==> config.mk <==
export PLATFORM = sky130hd
export DESIGN_NAME = fifo_top
export DESIGN_NICKNAME = d
export VERILOG_FILES = /design/src/hw/fifo_pkg.sv /design/src/hw/fifo_apb_regs.sv /design/src/hw/fifo_ctrl.sv /design/src/hw/fifo_ram.sv /design/src/hw/fifo_top.sv
export SDC_FILE = /design/constraint.sdc
export NUM_CORES = 1
export LEC_CHECK = 0
export BUFFER_PORTS_ARGS = -buffer_cell sky130_fd_sc_hd__buf_2
export CAP_MARGIN = 20
export CORE_MARGIN = 8
export CORE_UTILIZATION = 30
export DETAILED_ROUTE_END_ITERATION = 8
export GPL_ROUTABILITY_DRIVEN = 0
export SLEW_MARGIN = 10
export SYNTH_ARGS = -nofsm -noshare
export SYNTH_HDL_FRONTEND = slang
export SYNTH_SLANG_ARGS = --single-unit
==> constraint.sdc <==
create_clock -name pos_clk -period 3.5 [get_ports pos_clk]
set_clock_uncertainty 0.1 [all_clocks]
set_input_delay 0 -clock pos_clk [delete_from_list [all_inputs] [get_ports pos_clk]]
set_output_delay 0 -clock pos_clk [all_outputs]
set_load 0.01 [all_outputs]
==> src/hw/fifo_pkg.sv <==
`default_nettype none

package fifo_pkg;

   // ----------------------------------------------------------
   // Sizes
   // ----------------------------------------------------------
   localparam int DATA_W = 16;            // Payload width
   localparam int ADDR_W = 4;             // Memory address width
   localparam int DEPTH  = 16;            // Entries, equals 2**ADDR_W
   localparam int LVL_W  = ADDR_W + 1;    // Holds 0 up to DEPTH
   localparam int APB_AW = 8;             // APB byte address width

   // ----------------------------------------------------------
   // APB register map, byte offsets
   // ----------------------------------------------------------
   localparam logic [APB_AW-1:0] REG_THRESH = 'h00;   // Almost flag levels, rw
   localparam logic [APB_AW-1:0] REG_STATUS = 'h04;   // Level and flags, ro
   localparam logic [APB_AW-1:0] REG_ERR    = 'h08;   // Sticky errors, w1c

   // ----------------------------------------------------------
   // Scalar types
   // ----------------------------------------------------------
   typedef logic [DATA_W-1:0] data_t;
   typedef logic [ADDR_W-1:0] addr_t;
   typedef logic [LVL_W-1:0]  level_t;

   // Thresholds for the almost flags
   typedef struct packed {
      level_t afull_lvl;                  // afull when level >= this
      level_t aempty_lvl;                 // aempty when level <= this
   } thresh_t;

   // Registered FIFO flags
   typedef struct packed {
      logic full;
      logic afull;
      logic empty;
      logic aempty;
   } status_t;

   // One-cycle error pulses
   typedef struct packed {
      logic overflow;                     // Push refused, FIFO full
      logic underflow;                    // Pop refused, FIFO empty
   } err_t;

   // Memory write port
   typedef struct packed {
      logic  we;
      addr_t addr;
      data_t data;
   } mem_wr_t;

   // Memory read port
   typedef struct packed {
      logic  re;
      addr_t addr;
   } mem_rd_t;

   // APB master to slave
   typedef struct packed {
      logic              psel;
      logic              penable;
      logic              pwrite;
      logic [APB_AW-1:0] paddr;
      logic [31:0]       pwdata;
   } apb_req_t;

   // APB slave to master
   typedef struct packed {
      logic [31:0] prdata;
      logic        pready;
      logic        pslverr;
   } apb_rsp_t;

endpackage

`default_nettype wire

==> src/hw/fifo_apb_regs.sv <==
`timescale 1ns/100ps
`default_nettype none

module fifo_apb_regs #(
   parameter int AFULL_RESET  = 12,     // afull_lvl after reset
   parameter int AEMPTY_RESET = 4       // aempty_lvl after reset
) (
   input  wire logic               pos_clk,
   input  wire logic               aresetn,
   // APB slave port
   input  wire fifo_pkg::apb_req_t apb_req_i,
   output fifo_pkg::apb_rsp_t      apb_rsp_o,
   // From the controller
   input  wire fifo_pkg::level_t   level_i,
   input  wire fifo_pkg::status_t  status_i,
   input  wire fifo_pkg::err_t     err_i,
   // To the controller
   output fifo_pkg::thresh_t       thresh_o
);

   // ----------------------------------------------------------
   // Access decode
   // ----------------------------------------------------------
   logic              access;           // Access phase of a transfer
   logic              wr_en;
   logic              hit_thresh;
   logic              hit_status;
   logic              hit_err;
   logic              unmapped;
   logic              clr_ovf;          // Write-one-to-clear strobes
   logic              clr_udf;
   fifo_pkg::thresh_t thresh_q;
   logic              ovf_sticky_q;
   logic              udf_sticky_q;
   logic [31:0]       prdata;

   assign access = apb_req_i.psel & apb_req_i.penable;
   assign wr_en  = access & apb_req_i.pwrite;

   assign hit_thresh = (apb_req_i.paddr == fifo_pkg::REG_THRESH);
   assign hit_status = (apb_req_i.paddr == fifo_pkg::REG_STATUS);
   assign hit_err    = (apb_req_i.paddr == fifo_pkg::REG_ERR);
   assign unmapped   = ~(hit_thresh | hit_status | hit_err);

   assign clr_ovf = wr_en & hit_err & apb_req_i.pwdata[0];
   assign clr_udf = wr_en & hit_err & apb_req_i.pwdata[1];

   // ----------------------------------------------------------
   // Threshold register
   // ----------------------------------------------------------
   always_ff @(posedge pos_clk or negedge aresetn) begin
      if (!aresetn) begin
         thresh_q.afull_lvl  <= fifo_pkg::level_t'(AFULL_RESET);
         thresh_q.aempty_lvl <= fifo_pkg::level_t'(AEMPTY_RESET);
      end else if (wr_en && hit_thresh) begin
         thresh_q.afull_lvl  <= apb_req_i.pwdata[4:0];     // afull level
         thresh_q.aempty_lvl <= apb_req_i.pwdata[12:8];    // aempty level
      end
   end

   assign thresh_o = thresh_q;

   // ----------------------------------------------------------
   // Sticky error bits
   // ----------------------------------------------------------
   // Set wins over clear in the same cycle
   always_ff @(posedge pos_clk or negedge aresetn) begin
      if (!aresetn) begin
         ovf_sticky_q <= 1'b0;
         udf_sticky_q <= 1'b0;
      end else begin
         ovf_sticky_q <= err_i.overflow  | (ovf_sticky_q & ~clr_ovf);
         udf_sticky_q <= err_i.underflow | (udf_sticky_q & ~clr_udf);
      end
   end

   // ----------------------------------------------------------
   // Read mux and response
   // ----------------------------------------------------------
   always_comb begin
      prdata = '0;
      if (access && !apb_req_i.pwrite) begin
         if (hit_thresh) begin
            prdata[4:0]  = thresh_q.afull_lvl;
            prdata[12:8] = thresh_q.aempty_lvl;
         end
         if (hit_status) begin
            prdata[4:0]  = level_i;
            prdata[11:8] = status_i;       // full, afull, empty, aempty
         end
         if (hit_err) begin
            prdata[0] = ovf_sticky_q;
            prdata[1] = udf_sticky_q;
         end
      end
   end

   assign apb_rsp_o.prdata  = prdata;
   assign apb_rsp_o.pready  = 1'b1;       // Zero wait states
   // Bad offset, or a write to the read-only status word
   assign apb_rsp_o.pslverr = access & (unmapped | (apb_req_i.pwrite & hit_status));

endmodule

`default_nettype wire

==> src/hw/fifo_ctrl.sv <==
`timescale 1ns/100ps
`default_nettype none

module fifo_ctrl (
   input  wire logic              pos_clk,
   input  wire logic              aresetn,
   // Write side
   input  wire logic              push_i,
   input  wire fifo_pkg::data_t   wdata_i,
   // Read side
   input  wire logic              pop_i,
   // Almost flag levels from the register block
   input  wire fifo_pkg::thresh_t thresh_i,
   // Memory ports
   output fifo_pkg::mem_wr_t      mem_wr_o,
   output fifo_pkg::mem_rd_t      mem_rd_o,
   // Handshake pulses
   output logic                   wack_o,
   output logic                   rvalid_o,
   // Occupancy and flags
   output fifo_pkg::level_t       level_o,
   output fifo_pkg::status_t      status_o,
   output fifo_pkg::err_t         err_o
);

   // ----------------------------------------------------------
   // Internal state
   // ----------------------------------------------------------
   fifo_pkg::level_t  level_q;          // Current occupancy
   fifo_pkg::level_t  level_nxt;        // Occupancy after this cycle
   fifo_pkg::addr_t   waddr_q;          // Next slot to write
   fifo_pkg::addr_t   raddr_q;          // Next slot to read
   fifo_pkg::status_t status_q;         // Registered flags
   fifo_pkg::err_t    err_q;            // Registered error pulses
   logic              wack_q;
   logic              rvalid_q;
   logic              wr_ok;            // Push accepted this cycle
   logic              rd_ok;            // Pop accepted this cycle

   // ----------------------------------------------------------
   // Accept logic
   // ----------------------------------------------------------
   // Only the registered flags gate requests, no stall path
   assign wr_ok = push_i & ~status_q.full;
   assign rd_ok = pop_i  & ~status_q.empty;

   // Memory ports run straight off the accept terms
   assign mem_wr_o.we   = wr_ok;
   assign mem_wr_o.addr = waddr_q;
   assign mem_wr_o.data = wdata_i;
   assign mem_rd_o.re   = rd_ok;
   assign mem_rd_o.addr = raddr_q;

   // ----------------------------------------------------------
   // Level counter
   // ----------------------------------------------------------
   always_comb begin
      case ({wr_ok, rd_ok})
         2'b10:   level_nxt = level_q + fifo_pkg::level_t'(1);   // Write only
         2'b01:   level_nxt = level_q - fifo_pkg::level_t'(1);   // Read only
         default: level_nxt = level_q;      // Both or neither, level holds
      endcase
   end

   always_ff @(posedge pos_clk or negedge aresetn) begin
      if (!aresetn) begin
         level_q <= '0;
      end else begin
         level_q <= level_nxt;
      end
   end

   // ----------------------------------------------------------
   // Address counters, wrap at DEPTH
   // ----------------------------------------------------------
   always_ff @(posedge pos_clk or negedge aresetn) begin
      if (!aresetn) begin
         waddr_q <= '0;
      end else if (wr_ok) begin
         if (waddr_q == fifo_pkg::addr_t'(fifo_pkg::DEPTH - 1)) begin
            waddr_q <= '0;
         end else begin
            waddr_q <= waddr_q + fifo_pkg::addr_t'(1);
         end
      end
   end

   always_ff @(posedge pos_clk or negedge aresetn) begin
      if (!aresetn) begin
         raddr_q <= '0;
      end else if (rd_ok) begin
         if (raddr_q == fifo_pkg::addr_t'(fifo_pkg::DEPTH - 1)) begin
            raddr_q <= '0;
         end else begin
            raddr_q <= raddr_q + fifo_pkg::addr_t'(1);
         end
      end
   end

   // ----------------------------------------------------------
   // Status flags
   // ----------------------------------------------------------
   // Updated every cycle so a new threshold shows up
   // even while the level stands still
   always_ff @(posedge pos_clk or negedge aresetn) begin
      if (!aresetn) begin
         status_q.full   <= 1'b0;
         status_q.afull  <= 1'b0;
         status_q.empty  <= 1'b1;       // Starts out empty
         status_q.aempty <= 1'b1;
      end else begin
         status_q.full   <= (level_nxt == fifo_pkg::level_t'(fifo_pkg::DEPTH));
         status_q.afull  <= (level_nxt >= thresh_i.afull_lvl);
         status_q.empty  <= (level_nxt == '0);
         status_q.aempty <= (level_nxt <= thresh_i.aempty_lvl);
      end
   end

   // ----------------------------------------------------------
   // Handshake and error pulses
   // ----------------------------------------------------------
   always_ff @(posedge pos_clk or negedge aresetn) begin
      if (!aresetn) begin
         wack_q   <= 1'b0;
         rvalid_q <= 1'b0;
         err_q    <= '0;
      end else begin
         wack_q          <= wr_ok;                 // Word landed in memory
         rvalid_q        <= rd_ok;                 // Lines up with RAM output reg
         err_q.overflow  <= push_i & status_q.full;
         err_q.underflow <= pop_i  & status_q.empty;
      end
   end

   // Outputs
   assign wack_o   = wack_q;
   assign rvalid_o = rvalid_q;
   assign level_o  = level_q;
   assign status_o = status_q;
   assign err_o    = err_q;

endmodule

`default_nettype wire

==> src/hw/fifo_ram.sv <==
`timescale 1ns/100ps
`default_nettype none

module fifo_ram (
   input  wire logic             pos_clk,
   input  wire fifo_pkg::mem_wr_t mem_wr_i,    // From controller write side
   input  wire fifo_pkg::mem_rd_t mem_rd_i,    // From controller read side
   output fifo_pkg::data_t        rdata_o      // Valid the cycle after re
);

   // ----------------------------------------------------------
   // Storage array
   // ----------------------------------------------------------
   fifo_pkg::data_t mem [fifo_pkg::DEPTH];     // Payload only, no reset
   fifo_pkg::data_t rdata_q;                   // Read port register

   // Write port
   always_ff @(posedge pos_clk) begin
      if (mem_wr_i.we) begin
         mem[mem_wr_i.addr] <= mem_wr_i.data;
      end
   end

   // Read port, registered
   // Same-address read and write never meet here
   // since the FIFO is then either empty or full
   always_ff @(posedge pos_clk) begin
      if (mem_rd_i.re) begin
         rdata_q <= mem[mem_rd_i.addr];     // Holds last word otherwise
      end
   end

   assign rdata_o = rdata_q;

endmodule

`default_nettype wire

==> src/hw/fifo_top.sv <==
`timescale 1ns/100ps
`default_nettype none

module fifo_top #(
   parameter int AFULL_RESET  = 12,     // Reset value of afull_lvl
   parameter int AEMPTY_RESET = 4       // Reset value of aempty_lvl
) (
   input  wire logic               pos_clk,
   input  wire logic               aresetn,
   // Write side
   input  wire logic               push_i,
   input  wire fifo_pkg::data_t    wdata_i,
   output logic                    wack_o,
   // Read side
   input  wire logic               pop_i,
   output fifo_pkg::data_t         rdata_o,
   output logic                    rvalid_o,
   // Flags and error pulses
   output fifo_pkg::status_t       status_o,
   output fifo_pkg::err_t          err_o,
   // Register access
   input  wire fifo_pkg::apb_req_t apb_req_i,
   output fifo_pkg::apb_rsp_t      apb_rsp_o
);

   // ----------------------------------------------------------
   // Interconnect
   // ----------------------------------------------------------
   fifo_pkg::mem_wr_t mem_wr;           // Controller to RAM write port
   fifo_pkg::mem_rd_t mem_rd;           // Controller to RAM read port
   fifo_pkg::thresh_t thresh;           // Register block to controller
   fifo_pkg::level_t  level;            // Controller to register block

   // Counters, flags and handshakes
   fifo_ctrl u_ctrl (
      .pos_clk  (pos_clk),
      .aresetn  (aresetn),
      .push_i   (push_i),
      .wdata_i  (wdata_i),
      .pop_i    (pop_i),
      .thresh_i (thresh),
      .mem_wr_o (mem_wr),
      .mem_rd_o (mem_rd),
      .wack_o   (wack_o),
      .rvalid_o (rvalid_o),
      .level_o  (level),
      .status_o (status_o),
      .err_o    (err_o)
   );

   // Payload storage
   fifo_ram u_ram (
      .pos_clk  (pos_clk),
      .mem_wr_i (mem_wr),
      .mem_rd_i (mem_rd),
      .rdata_o  (rdata_o)
   );

   // APB register block
   fifo_apb_regs #(
      .AFULL_RESET  (AFULL_RESET),
      .AEMPTY_RESET (AEMPTY_RESET)
   ) u_regs (
      .pos_clk   (pos_clk),
      .aresetn   (aresetn),
      .apb_req_i (apb_req_i),
      .apb_rsp_o (apb_rsp_o),
      .level_i   (level),
      .status_i  (status_o),
      .err_i     (err_o),
      .thresh_o  (thresh)
   );

endmodule

`default_nettype wire

==> results_dict.tcl <==
set metrics [dict create \
    area_delta_synth_final_pct 20.79 \
    rsz0062_at_grt "no" \
    antenna_found_initial 0 \
    clockBufferDepth 3 \
    cts_setup_buffers 0 \
    core_area_um2 40650 \
    grt_overflow 0 \
    drtIter0Drc 344 \
    path_clk_slew_ns 0.06 \
    fin_nets 853 \
    setup_viol 0 \
    synth_top_family_by_area "multiplexers" \
    drc 0 \
    start_util 0.3027 \
    drtAntennaViolNets 0 \
    nFillCells 3752 \
    synth-seq-cells 305 \
    die_area_um2 47750 \
    muxShareOfSynthArea 0.1524 \
    cp_data_arrival_time_ns 3.47 \
    required_ns 3.82 \
    critPathKind "flip-flop to flip-flop" \
    rr_worst_depth 15 \
    cts_tree "built" \
    fin_setup_tns_ns 0 \
    n_antenna_cell 0 \
    maxSlewHeadroom 0.2715 \
    synth_commonest_cells "272 x edfxtp_1, 80 x mux4_2, 28 x dfrtp_1" \
    cp-start-kind "flip-flop" \
    endpoint_kind "flip-flop" \
    route.vias.total 6045 \
    synth_xor_area_frac 0.008237 \
    syn_area_per_cell_um2 19.97 \
    post_drt_wl_per_cell_um 19.53 \
    fmax_mhz 317.7 \
    fin_crit_ns 3.147 \
    powerDensity_nw_per_um2 749.0 \
    timing.hold.ws_ns 0.01594 \
    clock_sinks 305 \
    grt_pass1_wl_um 39670 \
    min_path_type "input port to asynchronous set/reset pin" \
    leakage_nw 5.150 \
    yosys_warnings 0 \
    synth-simple-area-share 0.03447 \
    grt_pass1_vias 6550 \
    syn_inst 616 \
    drt_wl_total_um 25880 \
    portBuffers 75 \
    tightest_slew_ns 1.093 \
    yosysMostFrequentCell "edfxtp_1" \
    numCtsBuffers 34 \
    grt_start_max_net_pins 40 \
    synth_edf_count 272 \
    drv_slew 0 \
    ys.flop_type "edfxtp_1" \
    synthTopCellsByArea "edfxtp_1 66%, mux4_2 15%, dfrtp_1 5.7%" \
    vias_per_cell 4.562 \
    synth_top_area_frac 0.6638 \
    cts_root_buf "clkbuf_16" \
    ys_seq_area_frac 0.7314 \
    drive_gt1_frac 0.3090 \
    period_share 0.8993 \
    dieHeight_um 218.5 \
    die_w_um 218.5 \
    synth_area_um2 12300 \
    cap_violations 0 \
    synth_top_area_cell "edfxtp_1" \
    final-hold-violation-count 0 \
    synth_compound_area_frac 0.02573 \
    cts-htree-levels 2 \
    grt_use_total 0.1085 \
    status "finished, final reports clean" \
    drtPass1Iterations 4 \
    synth_cell_types 50 \
    clk_latency_ns 0.50 \
    pin_count 121 \
    synth_fa_ha_area_frac 0.01627 \
    num_rows 74 \
    synthArstFlopShare 0.1082 \
    hpwlAfterDp_um 15330 \
    ir_worst_vdd_mv 0.4414 \
    worstPathMaxFanout 7 \
]
-- flip-flops by register name, indices dropped and copies added, names as in the netlist --
name	count
u_ctrl.level_o	5
u_ctrl.rvalid_o	1
u_ctrl.err_o	2
u_ram.rdata_o	16
u_regs.ovf_sticky_q	1
u_ctrl.wack_o	1
u_ram.mem	256
u_ctrl.status_o	4
u_ctrl.waddr_q	4
u_regs.udf_sticky_q	1
u_ctrl.raddr_q	4
u_regs.thresh_o	10
-- metal layers --
metal  wire (µm)  part of all wire  GRT usage
met2       12630              0.49     0.1801
met4         395             0.015    0.02821
met1       11570              0.45     0.1432
met3        1279             0.049    0.02309
met5           0                 0          0
-- path summary, 6_finish.rpt --
path / startpoint / end / slack [ns]
setup / recovery: u_ctrl.status_o[1] / u_ctrl.status_o[0] / 0.35
hold / removal: aresetn / u_ctrl.raddr_q[1] / 0.02
setup reg to reg: u_ctrl.status_o[1] / u_ctrl.status_o[0] / 0.35
hold reg to reg: u_ctrl.err_o[1] / u_regs.ovf_sticky_q / 0.36
max in group asynchronous: aresetn / u_ctrl.raddr_q[0] / 2.69
min in group pos_clk: apb_req_i[40] / u_regs.thresh_o[2] / 0.08
-- cell type report --
class	count	area, µm²	share of cell area
Tap cell	532	665.6	0.04479
Inverter	18	67.56	0.004546
Sequential cell	305	9005	0.6059
Clock inverter	12	125.1	0.008419
Multi-Input combinational cell	266	3012	0.2026
Timing Repair Buffer	149	1081	0.07274
Clock buffer	43	905.9	0.06095
-- critical path, cell delays in order, from the launching register on --
cell and delay, ns:
dfstp_2 0.55, nand2b_2 0.21, inv_2 0.09, nand2_2 0.15
xnor2_1 0.09, ha_1 0.23, o41ai_1 0.32, o211ai_1 0.15
xor2_1 0.23, inv_1 0.12, ha_1 0.24, a211oi_1 0.16
o21ai_0 0.11, o221ai_1 0.10, a21oi_1 0.10, mux2i_1 0.14
-- metrics by stage --
step / setup slack, ns / cells / instance area [µm²] / power [mW] / utilization
final: 0.3526 / 1325 / 14860 / 11.13 / 0.3656
after global placement: 0.3631 / 1222 / 13330 / 7.846 / 0.3278
after CTS: 0.2505 / 1324 / 14830 / 11.31 / 0.3648
after floorplan: 0.6371 / 637 / 12380 / 7.010 / -
after global routing: 0.04990 / 1325 / 14860 / 11.71 / 0.3656
after detailed placement: 0.2801 / 1222 / 13330 / 7.895 / 0.3278
-- repair_timing --
item / CTS / global route
hold buffers: 47 / 0
endpoints found under the setup margin: 0 / 1
gates resized for setup: 0 / 1
hold endpoints to repair: 310 / 0
-- cells in the final DEF, fill, tap and decap left out, types with 3 or more instances in the layout --
master / instances
edfxtp_1: 272
mux4_2: 80
inv_1: 16
xnor2_1: 7
nand3_1: 6
clkbuf_1: 8
clkbuf_16: 35
clkinv_1: 3
dfrtp_1: 26
dfstp_2: 5
nor3_1: 5
mux2i_1: 4
a21o_1: 7
conb_1: 23
buf_2: 75
nand2_1: 21
mux2_2: 3
ha_1: 16
and2_1: 18
a22oi_1: 7
o21ai_0: 16
buf_4: 25
dlygate4sd3_1: 47
a21oi_1: 9
clkinv_2: 5
nor3b_1: 3
nor2_1: 14
-- power by group --
group          internal, mW  leakage (nW)  switching, mW  total [mW]
clock                  1.98         0.508           1.37        3.35
sequential             4.55          2.85          0.286        4.84
combinational          1.50          1.79           1.45        2.94
-- kinds of logic after synthesis --
kind of cell | Yosys count
AO/OA/AOI/OAI | 50
XOR/XNOR | 10
adder cells (fa/ha/maj) | 16
buffers and inverters | 66
flip-flops | 305
multiplexers | 87
other | 2
AND/OR/NAND/NOR | 80
Power figures use the tool's default switching activity.
